`config.mk`:
```
export PLATFORM = sky130hd
export DESIGN_NAME = lsu_addr_path
export DESIGN_NICKNAME = d
export VERILOG_FILES = /design/src/logic/lsu_pkg.sv /design/src/logic/lsu_addr_check.sv /design/src/logic/lsu_addr_gen.sv /design/src/logic/lsu_addr_path.sv /design/src/logic/lsu_fault_encode.sv /design/src/logic/lsu_range_check.sv
export SDC_FILE = /design/constraint.sdc
export NUM_CORES = 1
export LEC_CHECK = 0
export BUFFER_PORTS_ARGS = -buffer_cell sky130_fd_sc_hd__buf_2
export CORE_MARGIN = 2
export CORE_UTILIZATION = 52
export DETAILED_ROUTE_END_ITERATION = 16
export PLACE_DENSITY_LB_ADDON = 0.15
export SLEW_MARGIN = 0
export SYNTH_ARGS = -nofsm -noshare
export SYNTH_HDL_FRONTEND = slang
export SYNTH_SLANG_ARGS = --single-unit
```
`constraint.sdc`:
```
create_clock -name clk -period 4.3 [get_ports clk]
set_input_delay 0.215 -clock clk [delete_from_list [all_inputs] [get_ports clk]]
set_output_delay 0.215 -clock clk [all_outputs]
set_load 0.02 [all_outputs]
```
`src/logic/lsu_pkg.sv`:
```
// LSU shared types
// Access packet, dc1 target flags, dc2 exception record and the
// RISC-V cause codes used by the address-check front end

package lsu_pkg;

   // **************************************************
   // Access request
   // **************************************************
   typedef struct packed {
      logic valid;
      logic by;         // Byte access
      logic half;       // Half-word access
      logic word;       // Word access
      logic load;
      logic store;
      logic unsign;     // Zero-extend load data
      logic dma;        // Request from DMA, no faults reported
   } lsu_pkt_t;

   // One-hot target of a dc1 access
   typedef struct packed {
      logic in_dccm;
      logic in_pic;
      logic external;
   } lsu_target_t;

   // **************************************************
   // Exception record, dc2
   // **************************************************
   typedef struct packed {
      logic        valid;
      logic [3:0]  cause;   // mcause exception code
      logic [31:0] mtval;   // Faulting start address
   } lsu_exc_t;

   // Exception codes from the privileged spec
   localparam logic [3:0] EXC_LOAD_MISALIGNED  = 4'd4;
   localparam logic [3:0] EXC_LOAD_ACCESS      = 4'd5;
   localparam logic [3:0] EXC_STORE_MISALIGNED = 4'd6;
   localparam logic [3:0] EXC_STORE_ACCESS     = 4'd7;

endpackage

```
`src/logic/lsu_addr_check.sv`:
```
// LSU memory-map check
// Decodes DCCM, PIC or external target for a dc1 access, raises
// access and misaligned faults, and pipes the side-effect attribute
// from the MRAC CSR into dc2 and dc3

`timescale 1ns/1ps

module lsu_addr_check
   import lsu_pkg::*;
#(
   parameter logic [31:0] DCCM_SADR    = 32'hf004_0000,
   parameter int          DCCM_SIZE_KB = 64,
   parameter logic [31:0] PIC_SADR     = 32'hf00c_0000,
   parameter int          PIC_SIZE_KB  = 32,
   parameter logic [3:0]  ICCM_REGION  = 4'he,
   parameter logic        DCCM_ENABLE  = 1'b1,
   parameter logic        ICCM_ENABLE  = 1'b1
) (
   input  logic        clk,
   input  logic        arst_n,
   input  logic        freeze,           // Holds dc2 and dc3
   input  logic [31:0] start_addr,
   input  logic [31:0] end_addr,
   input  lsu_pkt_t    pkt,
   input  logic [31:0] mrac,             // CSR value
   output lsu_target_t target,
   output logic        access_fault,
   output logic        misaligned_fault,
   output logic        side_effects_dc2,
   output logic        side_effects_dc3
);

   localparam logic [3:0] DCCM_REGION = DCCM_SADR[31:28];
   localparam logic [3:0] PIC_REGION  = PIC_SADR[31:28];

   logic       start_in_dccm, end_in_dccm;
   logic       start_in_dccm_region, end_in_dccm_region;
   logic       start_in_pic, end_in_pic;
   logic       start_in_pic_region, end_in_pic_region;
   logic       addr_in_dccm, addr_in_pic, addr_external;
   logic       addr_in_iccm;
   logic       side_effects_dc1;
   logic       is_aligned;
   logic       req_checked;        // Valid core access, faults reported
   logic       access_fault_raw;
   logic [4:0] csr_idx;

   // **************************************************
   // Window checks
   // **************************************************
   if (DCCM_ENABLE) begin : g_dccm
      lsu_range_check #(.SADR(DCCM_SADR), .SIZE_KB(DCCM_SIZE_KB)) i_start_dccm (
         .addr      (start_addr),
         .in_range  (start_in_dccm),
         .in_region (start_in_dccm_region)
      );

      lsu_range_check #(.SADR(DCCM_SADR), .SIZE_KB(DCCM_SIZE_KB)) i_end_dccm (
         .addr      (end_addr),
         .in_range  (end_in_dccm),
         .in_region (end_in_dccm_region)
      );
   end else begin : g_no_dccm
      assign start_in_dccm        = 1'b0;
      assign start_in_dccm_region = 1'b0;
      assign end_in_dccm          = 1'b0;
      assign end_in_dccm_region   = 1'b0;
   end

   lsu_range_check #(.SADR(PIC_SADR), .SIZE_KB(PIC_SIZE_KB)) i_start_pic (
      .addr      (start_addr),
      .in_range  (start_in_pic),
      .in_region (start_in_pic_region)
   );

   lsu_range_check #(.SADR(PIC_SADR), .SIZE_KB(PIC_SIZE_KB)) i_end_pic (
      .addr      (end_addr),
      .in_range  (end_in_pic),
      .in_region (end_in_pic_region)
   );

   // Both ends must land in the same window
   assign addr_in_dccm  = start_in_dccm & end_in_dccm;
   assign addr_in_pic   = start_in_pic & end_in_pic;
   assign addr_external = ~(addr_in_dccm | addr_in_pic);

   always_comb begin
      target.in_dccm  = addr_in_dccm;
      target.in_pic   = addr_in_pic;
      target.external = addr_external;
   end

   // **************************************************
   // Side effects and alignment
   // **************************************************
   assign addr_in_iccm = ICCM_ENABLE & (start_addr[31:28] == ICCM_REGION);

   // Odd bit of each MRAC pair marks side effects
   assign csr_idx = {start_addr[31:28], 1'b1};

   // Internal memories never have side effects
   assign side_effects_dc1 = mrac[csr_idx] &
                             ~(start_in_dccm_region | start_in_pic_region | addr_in_iccm);

   assign is_aligned = (pkt.word & (start_addr[1:0] == 2'b00)) |
                       (pkt.half & ~start_addr[0]) |
                       pkt.by;

   assign req_checked = pkt.valid & ~pkt.dma;

   // **************************************************
   // Access fault
   // **************************************************
   if (DCCM_ENABLE && (DCCM_REGION == PIC_REGION)) begin : g_shared_region
      // One region holds both windows, a hole or a DCCM/PIC cross faults
      assign access_fault_raw =
         (start_in_dccm_region & ~(start_in_dccm | start_in_pic)) |
         (end_in_dccm_region & ~(end_in_dccm | end_in_pic)) |
         (start_in_dccm & end_in_pic) |
         (start_in_pic & end_in_dccm) |
         (addr_in_pic & ((start_addr[1:0] != 2'b00) | ~pkt.word));
   end else begin : g_split_region
      assign access_fault_raw =
         (start_in_dccm_region & ~start_in_dccm) |
         (end_in_dccm_region & ~end_in_dccm) |
         (start_in_pic_region & ~start_in_pic) |
         (end_in_pic_region & ~end_in_pic) |
         (addr_in_pic & ((start_addr[1:0] != 2'b00) | ~pkt.word));
   end

   assign access_fault = access_fault_raw & req_checked;

   // Region cross or unaligned side-effect access, external only
   assign misaligned_fault = ((start_addr[31:28] != end_addr[31:28]) |
                              (side_effects_dc1 & ~is_aligned)) &
                             addr_external & req_checked;

   // **************************************************
   // Side-effect pipe
   // **************************************************
   always_ff @(posedge clk or negedge arst_n) begin
      if (!arst_n) begin
         side_effects_dc2 <= 1'b0;
         side_effects_dc3 <= 1'b0;
      end else if (!freeze) begin
         side_effects_dc2 <= side_effects_dc1;
         side_effects_dc3 <= side_effects_dc2;
      end
   end

endmodule

```
`src/logic/lsu_addr_gen.sv`:
```
// LSU address generation
// Adds the sign-extended 12-bit offset to the base register and
// derives the last byte address from the access size

`timescale 1ns/1ps

module lsu_addr_gen
   import lsu_pkg::*;
(
   input  lsu_pkt_t    pkt,
   input  logic [11:0] offset,
   input  logic [31:0] base,
   output logic [31:0] start_addr,
   output logic [31:0] end_addr
);

   logic [31:0] offset_ext;
   logic [1:0]  span;          // Bytes beyond the first one

   // Immediate is signed, as in the load/store encodings
   assign offset_ext = {{20{offset[11]}}, offset};

   assign start_addr = base + offset_ext;

   // **************************************************
   // Size span
   // **************************************************
   // byte 0, half 1, word 3
   always_comb begin
      span = 2'b00;
      if (pkt.word) begin
         span = 2'b11;
      end else if (pkt.half) begin
         span = 2'b01;
      end
   end

   assign end_addr = start_addr + {30'b0, span};   // Wraps at the top of memory

endmodule

```
`src/logic/lsu_addr_path.sv`:
```
// LSU address-check front end
// Address generation, memory-map check and exception record for a
// load/store access, dc1 through dc3

`timescale 1ns/1ps

module lsu_addr_path
   import lsu_pkg::*;
#(
   parameter logic [31:0] DCCM_SADR    = 32'hf004_0000,
   parameter int          DCCM_SIZE_KB = 64,
   parameter logic [31:0] PIC_SADR     = 32'hf00c_0000,
   parameter int          PIC_SIZE_KB  = 32,
   parameter logic [3:0]  ICCM_REGION  = 4'he,
   parameter logic        DCCM_ENABLE  = 1'b1,
   parameter logic        ICCM_ENABLE  = 1'b1
) (
   input  logic        clk,
   input  logic        arst_n,
   input  logic        freeze,
   input  lsu_pkt_t    pkt_dc1,
   input  logic [31:0] base_dc1,
   input  logic [11:0] offset_dc1,
   input  logic [31:0] mrac,
   output logic [31:0] addr_dc1,
   output lsu_target_t target_dc1,
   output logic        access_fault_dc1,
   output logic        misaligned_fault_dc1,
   output lsu_exc_t    exc_dc2,
   output logic        side_effects_dc2,
   output logic        side_effects_dc3
);

   logic [31:0] end_addr_dc1;     // Last byte of the access

   // **************************************************
   // dc1 address
   // **************************************************
   lsu_addr_gen i_lsu_addr_gen (
      .pkt        (pkt_dc1),
      .offset     (offset_dc1),
      .base       (base_dc1),
      .start_addr (addr_dc1),
      .end_addr   (end_addr_dc1)
   );

   lsu_addr_check #(
      .DCCM_SADR    (DCCM_SADR),
      .DCCM_SIZE_KB (DCCM_SIZE_KB),
      .PIC_SADR     (PIC_SADR),
      .PIC_SIZE_KB  (PIC_SIZE_KB),
      .ICCM_REGION  (ICCM_REGION),
      .DCCM_ENABLE  (DCCM_ENABLE),
      .ICCM_ENABLE  (ICCM_ENABLE)
   ) i_lsu_addr_check (
      .clk              (clk),
      .arst_n           (arst_n),
      .freeze           (freeze),
      .start_addr       (addr_dc1),
      .end_addr         (end_addr_dc1),
      .pkt              (pkt_dc1),
      .mrac             (mrac),
      .target           (target_dc1),
      .access_fault     (access_fault_dc1),
      .misaligned_fault (misaligned_fault_dc1),
      .side_effects_dc2 (side_effects_dc2),
      .side_effects_dc3 (side_effects_dc3)
   );

   // **************************************************
   // dc2 exception record
   // **************************************************
   lsu_fault_encode i_lsu_fault_encode (
      .clk              (clk),
      .arst_n           (arst_n),
      .freeze           (freeze),
      .pkt              (pkt_dc1),
      .start_addr       (addr_dc1),
      .access_fault     (access_fault_dc1),
      .misaligned_fault (misaligned_fault_dc1),
      .exc_dc2          (exc_dc2)
   );

endmodule

```
`src/logic/lsu_fault_encode.sv`:
```
// LSU fault encoder
// Picks the RISC-V exception cause for a faulting dc1 access and
// registers it with the start address as the dc2 record

`timescale 1ns/1ps

module lsu_fault_encode
   import lsu_pkg::*;
(
   input  logic        clk,
   input  logic        arst_n,
   input  logic        freeze,
   input  lsu_pkt_t    pkt,
   input  logic [31:0] start_addr,
   input  logic        access_fault,
   input  logic        misaligned_fault,
   output lsu_exc_t    exc_dc2
);

   lsu_exc_t   exc_dc1;
   logic [3:0] cause_dc1;

   // **************************************************
   // Cause select
   // **************************************************
   always_comb begin
      if (misaligned_fault) begin          // Misaligned wins over access
         cause_dc1 = pkt.store ? EXC_STORE_MISALIGNED : EXC_LOAD_MISALIGNED;
      end else begin
         cause_dc1 = pkt.store ? EXC_STORE_ACCESS : EXC_LOAD_ACCESS;
      end
   end

   always_comb begin
      exc_dc1.valid = access_fault | misaligned_fault;
      exc_dc1.cause = cause_dc1;
      exc_dc1.mtval = start_addr;
   end

   // dc2 record, held while the pipe is frozen
   always_ff @(posedge clk or negedge arst_n) begin
      if (!arst_n) begin
         exc_dc2 <= '0;
      end else if (!freeze) begin
         exc_dc2 <= exc_dc1;
      end
   end

endmodule

```
`src/logic/lsu_range_check.sv`:
```
// Range check for a closely coupled memory
// Flags an address that falls in the 256 MB region of the memory
// and one that falls inside the memory window itself

`timescale 1ns/1ps

module lsu_range_check #(
   parameter logic [31:0] SADR    = 32'hf004_0000,
   parameter int          SIZE_KB = 64
) (
   input  logic [31:0] addr,
   output logic        in_range,
   output logic        in_region
);

   // Lowest address bit that is not an offset within the window
   localparam int TOP_BIT = 10 + $clog2(SIZE_KB);

   // Top nibble picks one of sixteen regions
   assign in_region = (addr[31:28] == SADR[31:28]);

   // Window is aligned to its size, so only the upper bits need to match
   assign in_range = (addr[31:TOP_BIT] == SADR[31:TOP_BIT]);

endmodule

```
==> report_table.html <==
<table>
<tr><th>Metric</th><th>Value</th></tr>
<tr><th colspan="2">Run status</th></tr>
<tr><td>Run status</td><td>complete, no violations</td></tr>
<tr><th colspan="2">Synthesis</th></tr>
<tr><td>Multiplexer share of the synthesized area</td><td>0.0403</td></tr>
<tr><td>Combinational family with the most area after synthesis</td><td>compound AO/OA/AOI/OAI gates</td></tr>
<tr><td>Net count after synthesis</td><td>751</td></tr>
<tr><td>Synth cell types</td><td>87</td></tr>
<tr><td>Fraction of the mapped netlist area in compound gates</td><td>0.271</td></tr>
<tr><td>Post-synth top flop</td><td>sky130_fd_sc_hd__dfrtp_1</td></tr>
<tr><td>Proportion of register bits with asynchronous set or reset after synthesis</td><td>1.00</td></tr>
<tr><td>Post-synthesis simple-gate area fraction</td><td>0.256</td></tr>
<tr><td>Adder-Cell Fraction of Synth Area</td><td>0.0867</td></tr>
<tr><td>Number of enable flip-flop cells after synthesis</td><td>0</td></tr>
<tr><td>Yosys warning count</td><td>0</td></tr>
<tr><td>Fraction of the yosys area taken by sequential cells</td><td>0.196</td></tr>
<tr><td>Mean instance size in the synthesized netlist</td><td>7.68 um2</td></tr>
<tr><td>XOR/XNOR share of the synthesized area</td><td>0.0359</td></tr>
<tr><td>Area of the mapped netlist</td><td>0.00485 mm2</td></tr>
<tr><td>Flip-flop and latch count after synthesis</td><td>38</td></tr>
<tr><td>Gate count after technology mapping</td><td>631</td></tr>
<tr><th colspan="2">Critical path</th></tr>
<tr><td>Slowest Stage Delay on Critical Path</td><td>0.45 ns</td></tr>
<tr><td>WP data required</td><td>4.09 ns</td></tr>
<tr><td>Nature of the critical path startpoint</td><td>input port</td></tr>
<tr><td>Register-to-register setup slack</td><td>3.50 ns</td></tr>
<tr><td>Worst EP arrival</td><td>3.97 ns</td></tr>
<tr><td>Cell repeated most along the worst path</td><td>sky130_fd_sc_hd__a211o_1</td></tr>
<tr><td>CP Class</td><td>in2out</td></tr>
<tr><td>Start point of the critical path</td><td>offset_dc1[11]</td></tr>
<tr><td>Critical path endpoint category</td><td>primary output</td></tr>
<tr><td>Worst reg2reg endpoint</td><td>i_lsu_fault_encode.exc_dc2[8]</td></tr>
<tr><td>Cells traversed along the worst timing path</td><td>buf_4 -&gt; ha_1 -&gt; nand4_1 -&gt; a211oi_2 -&gt; nand3_2 -&gt; and2_1 -&gt; a211o_1 -&gt; a311o_1 -&gt; or4_1 -&gt; or2_1 -&gt; a211o_1 -&gt; a31oi_1 -&gt; buf_2</td></tr>
<tr><td>Critical Path End</td><td>access_fault_dc1</td></tr>
<tr><td>Depth of the most critical reg-to-reg path</td><td>1</td></tr>
<tr><td>Worst-path cell with the longest stage delay</td><td>sky130_fd_sc_hd__ha_1</td></tr>
<tr><td>Maximum fanout count along the critical path</td><td>11</td></tr>
<tr><td>Worst R2R Start</td><td>i_lsu_fault_encode.exc_dc2[8]</td></tr>
<tr><th colspan="2">Clock network</th></tr>
<tr><td>Number of hold-repair buffers added at the cts stage</td><td>0</td></tr>
<tr><td>Later-pin clock latency in the skew report</td><td>0.29 ns</td></tr>
<tr><td>CTS tree</td><td>done</td></tr>
<tr><td>Cell chosen for the clock root</td><td>sky130_fd_sc_hd__clkbuf_8</td></tr>
<tr><td>Max Buffers Root-to-Sink</td><td>2</td></tr>
<tr><td>Sinks on the clock net</td><td>38</td></tr>
<tr><td>Clock transition at the registers of the reported paths</td><td>0.08 ns</td></tr>
<tr><td>H-tree lvl count</td><td>2</td></tr>
<tr><td>Total clock buffers created by CTS</td><td>5</td></tr>
<tr><th colspan="2">GRT</th></tr>
<tr><td>Pin count of the biggest net entering global routing</td><td>40</td></tr>
<tr><td>All-Layer GR Usage</td><td>0.277</td></tr>
<tr><td>Antenna violations before repair</td><td>0</td></tr>
<tr><td>Via count of the first global-routing pass</td><td>4786</td></tr>
<tr><td>Final global-route overflow total</td><td>0</td></tr>
<tr><td>First-pass GRT wire length</td><td>22800 um</td></tr>
<tr><th colspan="2">Finish</th></tr>
<tr><td>Most common cell after layout, fill and taps aside</td><td>sky130_fd_sc_hd__buf_2</td></tr>
<tr><td>Commonest cells after routing, fill and taps aside</td><td>sky130_fd_sc_hd__buf_2 (140), sky130_fd_sc_hd__nand2_1 (75), sky130_fd_sc_hd__buf_4 (60)</td></tr>
<tr><td>Fill cells</td><td>817</td></tr>
<tr><td>Share of the core filled with cells</td><td>0.661</td></tr>
<tr><td>Area occupied by registers</td><td>951 um2</td></tr>
<tr><td>Fraction of final layout cells with drive strength greater than 1</td><td>0.364</td></tr>
<tr><td>Final #Nets</td><td>891</td></tr>
<tr><td>Area of the multi-input gates</td><td>0.00353 mm2</td></tr>
<tr><td>Area added between synthesis and finish</td><td>24.8%</td></tr>
<tr><th colspan="2">Power and ir drop</th></tr>
<tr><td>Proportion of power drawn by flip-flops and latches</td><td>0.236</td></tr>
<tr><td>Pwr Total</td><td>0.00198 W</td></tr>
<tr><td>Largest vdd supply drop</td><td>177 uV</td></tr>
<tr><td>Internal portion of total power</td><td>0.00110 W</td></tr>
<tr><td>Power per cell area</td><td>327 mW/mm2</td></tr>
<tr><td>Net switching power of the design</td><td>0.000875 W</td></tr>
<tr><td>Switching share of power</td><td>0.442</td></tr>
<tr><td>Static Leakage</td><td>2.84 nW</td></tr>
<tr><td>Comb pwr share</td><td>0.577</td></tr>
<tr><td>Power share of the clock group</td><td>0.187</td></tr>
<tr><th colspan="2">Routing</th></tr>
<tr><td>Antenna-violating nets left</td><td>0</td></tr>
<tr><td>Routed wirelength normalized by instance count</td><td>16.6 um</td></tr>
<tr><td>Via-per-instance ratio</td><td>5.93</td></tr>
<tr><td>Routed via count</td><td>5239</td></tr>
<tr><td>Total detailed-routing wirelength</td><td>14700 um</td></tr>
<tr><td>Number of remaining DRC errors</td><td>0</td></tr>
<tr><td>First-pass detailed-route iteration total</td><td>5</td></tr>
<tr><td>Detailed router's first-iteration violation count</td><td>325</td></tr>
<tr><th colspan="2">Floorplanning</th></tr>
<tr><td>Site row count</td><td>35</td></tr>
<tr><td>Die Span Y</td><td>101 um</td></tr>
<tr><td>I/O Pins</td><td>163</td></tr>
<tr><td>Die area</td><td>0.0101 mm2</td></tr>
<tr><td>Die X-Extent</td><td>101 um</td></tr>
<tr><td>Area of the core</td><td>0.00915 mm2</td></tr>
<tr><td>Initial Utilization</td><td>0.530</td></tr>
<tr><th colspan="2">Timing</th></tr>
<tr><td>Achievable clock frequency</td><td>239 MHz</td></tr>
<tr><td>Final hold violation count</td><td>0</td></tr>
<tr><td>Slew @ Worst Pin</td><td>0.840 ns</td></tr>
<tr><td>Final Skew</td><td>0.000247 ns</td></tr>
<tr><td>Final critical-path share of the clock period</td><td>0.973</td></tr>
<tr><td>Max-slew headroom</td><td>0.440</td></tr>
<tr><td>Number of pins with negative max-slew slack in the final report</td><td>0</td></tr>
<tr><td>Min Clock Period, post-route</td><td>4.18 ns</td></tr>
<tr><td>Final Setup Violations</td><td>0</td></tr>
<tr><th colspan="2">Run</th></tr>
<tr><td>Count of maximum capacitance violations</td><td>0</td></tr>
<tr><th colspan="2">Place</th></tr>
<tr><td>Port bufs</td><td>141</td></tr>
<tr><td>Placed wire-length estimate</td><td>11800 um</td></tr>
<tr><td>GPL Wtd Cong</td><td>0.955</td></tr>
<tr><th colspan="2">Worst hold path</th></tr>
<tr><td>Class of the tightest hold or removal check</td><td>in2async</td></tr>
</table>
## Yosys cell counts (all sizes together) (3+ instances only)
| cell | instances | area share |
|---|---|---|
| a2111oi | 3 | 0.0054 |
| a211o | 6 | 0.011 |
| a211oi | 8 | 0.015 |
| a21boi | 3 | 0.0054 |
| a21o | 15 | 0.023 |
| a21oi | 40 | 0.044 |
| a22oi | 4 | 0.0062 |
| a311o | 3 | 0.0062 |
| a311oi | 5 | 0.012 |
| a31oi | 7 | 0.0090 |
| a32oi | 3 | 0.0054 |
| and2 | 6 | 0.0077 |
| and4 | 6 | 0.011 |
| buf | 49 | 0.071 |
| clkbuf | 19 | 0.015 |
| dfrtp | 38 | 0.20 |
| ha | 32 | 0.083 |
| inv | 34 | 0.026 |
| mux2 | 12 | 0.028 |
| mux2i | 6 | 0.012 |
| nand2 | 77 | 0.060 |
| nand2b | 25 | 0.032 |
| nand3 | 21 | 0.023 |
| nand4 | 17 | 0.026 |
| nor2 | 32 | 0.025 |
| nor3 | 12 | 0.014 |
| nor3b | 3 | 0.0046 |
| nor4 | 7 | 0.013 |
| nor4b | 4 | 0.0085 |
| o211ai | 11 | 0.018 |
| o21ai | 51 | 0.053 |
| o21bai | 4 | 0.0070 |
| o221ai | 3 | 0.0054 |
| o31ai | 3 | 0.0046 |
| or2 | 5 | 0.0065 |
| or3 | 4 | 0.0052 |
| or4 | 4 | 0.0070 |
| xnor2 | 8 | 0.014 |
| xor2 | 11 | 0.021 |
## power groups by stage
stage	combinational (W)	clock (W)	sequential, W
after floorplan	0.000684	0	0.000561
after CTS	0.00109	0.000375	0.000466
after global routing	0.00124	0.000389	0.000474
after detailed placement	0.00109	0	0.000473
after global placement	0.00107	0	0.000467
final	0.00114	0.000369	0.000467
## state kept, by name (all words and copies together), names as in the netlist
name,flops
i_lsu_fault_encode.exc_dc2,36
i_lsu_addr_check.side_effects_dc2,1
i_lsu_addr_check.side_effects_dc3,1
## metal layers
layer | global-route usage | share of wire
met2 | 0.461 | 0.47
met1 | 0.381 | 0.45
met4 | 0.0664 | 0.013
met5 | 0 | 0
met3 | 0.0388 | 0.067
## worst min path at each step
stage | endpoint | slack, ns | cells past startpoint
3_3_place_gp | i_lsu_fault_encode.exc_dc2[33] | 0.36 | 1
5_1_grt | i_lsu_fault_encode.exc_dc2[30] | 0.07 | 1
6_report | i_lsu_fault_encode.exc_dc2[29] | 0.02 | 1
3_5_place_dp | i_lsu_fault_encode.exc_dc2[33] | 0.37 | 1
4_1_cts | i_lsu_fault_encode.exc_dc2[29] | 0.05 | 1
2_1_floorplan | i_lsu_addr_check.side_effects_dc2 | -0.08 | 0
## critical path: cells and delay by family
kind	cells	cell delay [ns]
AOI/OAI and AO/OA	5	1.54
and+or+nand+nor	5	1.36
adders and majority gates	1	0.45
buffers and inverters	2	0.39
## logic make-up after synthesis
logic type | Yosys count
adders and majority gates | 33
other | 1
and+or+nand+nor | 230
DFF | 38
xor gates and xnor gates | 19
AOI/OAI and AO/OA | 190
buffers and inverters | 102
muxes | 18
## layout make-up
class,instances,share of cell area
multi-input cells,491,0.584
flip-flops and latches,38,0.157
diodes,1,0.000414
repair buffers,201,0.192
well taps,111,0.0230
clock inverters,3,0.0114
inverters,34,0.0211
clock buffers,5,0.0114
## timing repair
item	4_1_cts	5_1_grt
setup buffers	0	8
cloned	0	0
pin swaps	0	11
resized for setup	1	42
setup endpoints to repair	3	5
## metrics by stage
stage               instances  TNS (ns)  hold WS [ns]  worst slack [ns]  instance area (um2)
finish                    884         0        0.0165             0.118                 6050
floorplan                 631         0       -0.0806             0.453                 4850
global placement          867  -0.00673         0.360          -0.00673                 5660
CTS                       875         0        0.0499            0.0113                 5810
detailed placement        867   -0.0584         0.374           -0.0452                 5660
global route              883    -0.127        0.0743           -0.0864                 6050
No activity file was read; power rests on OpenSTA's default activity.
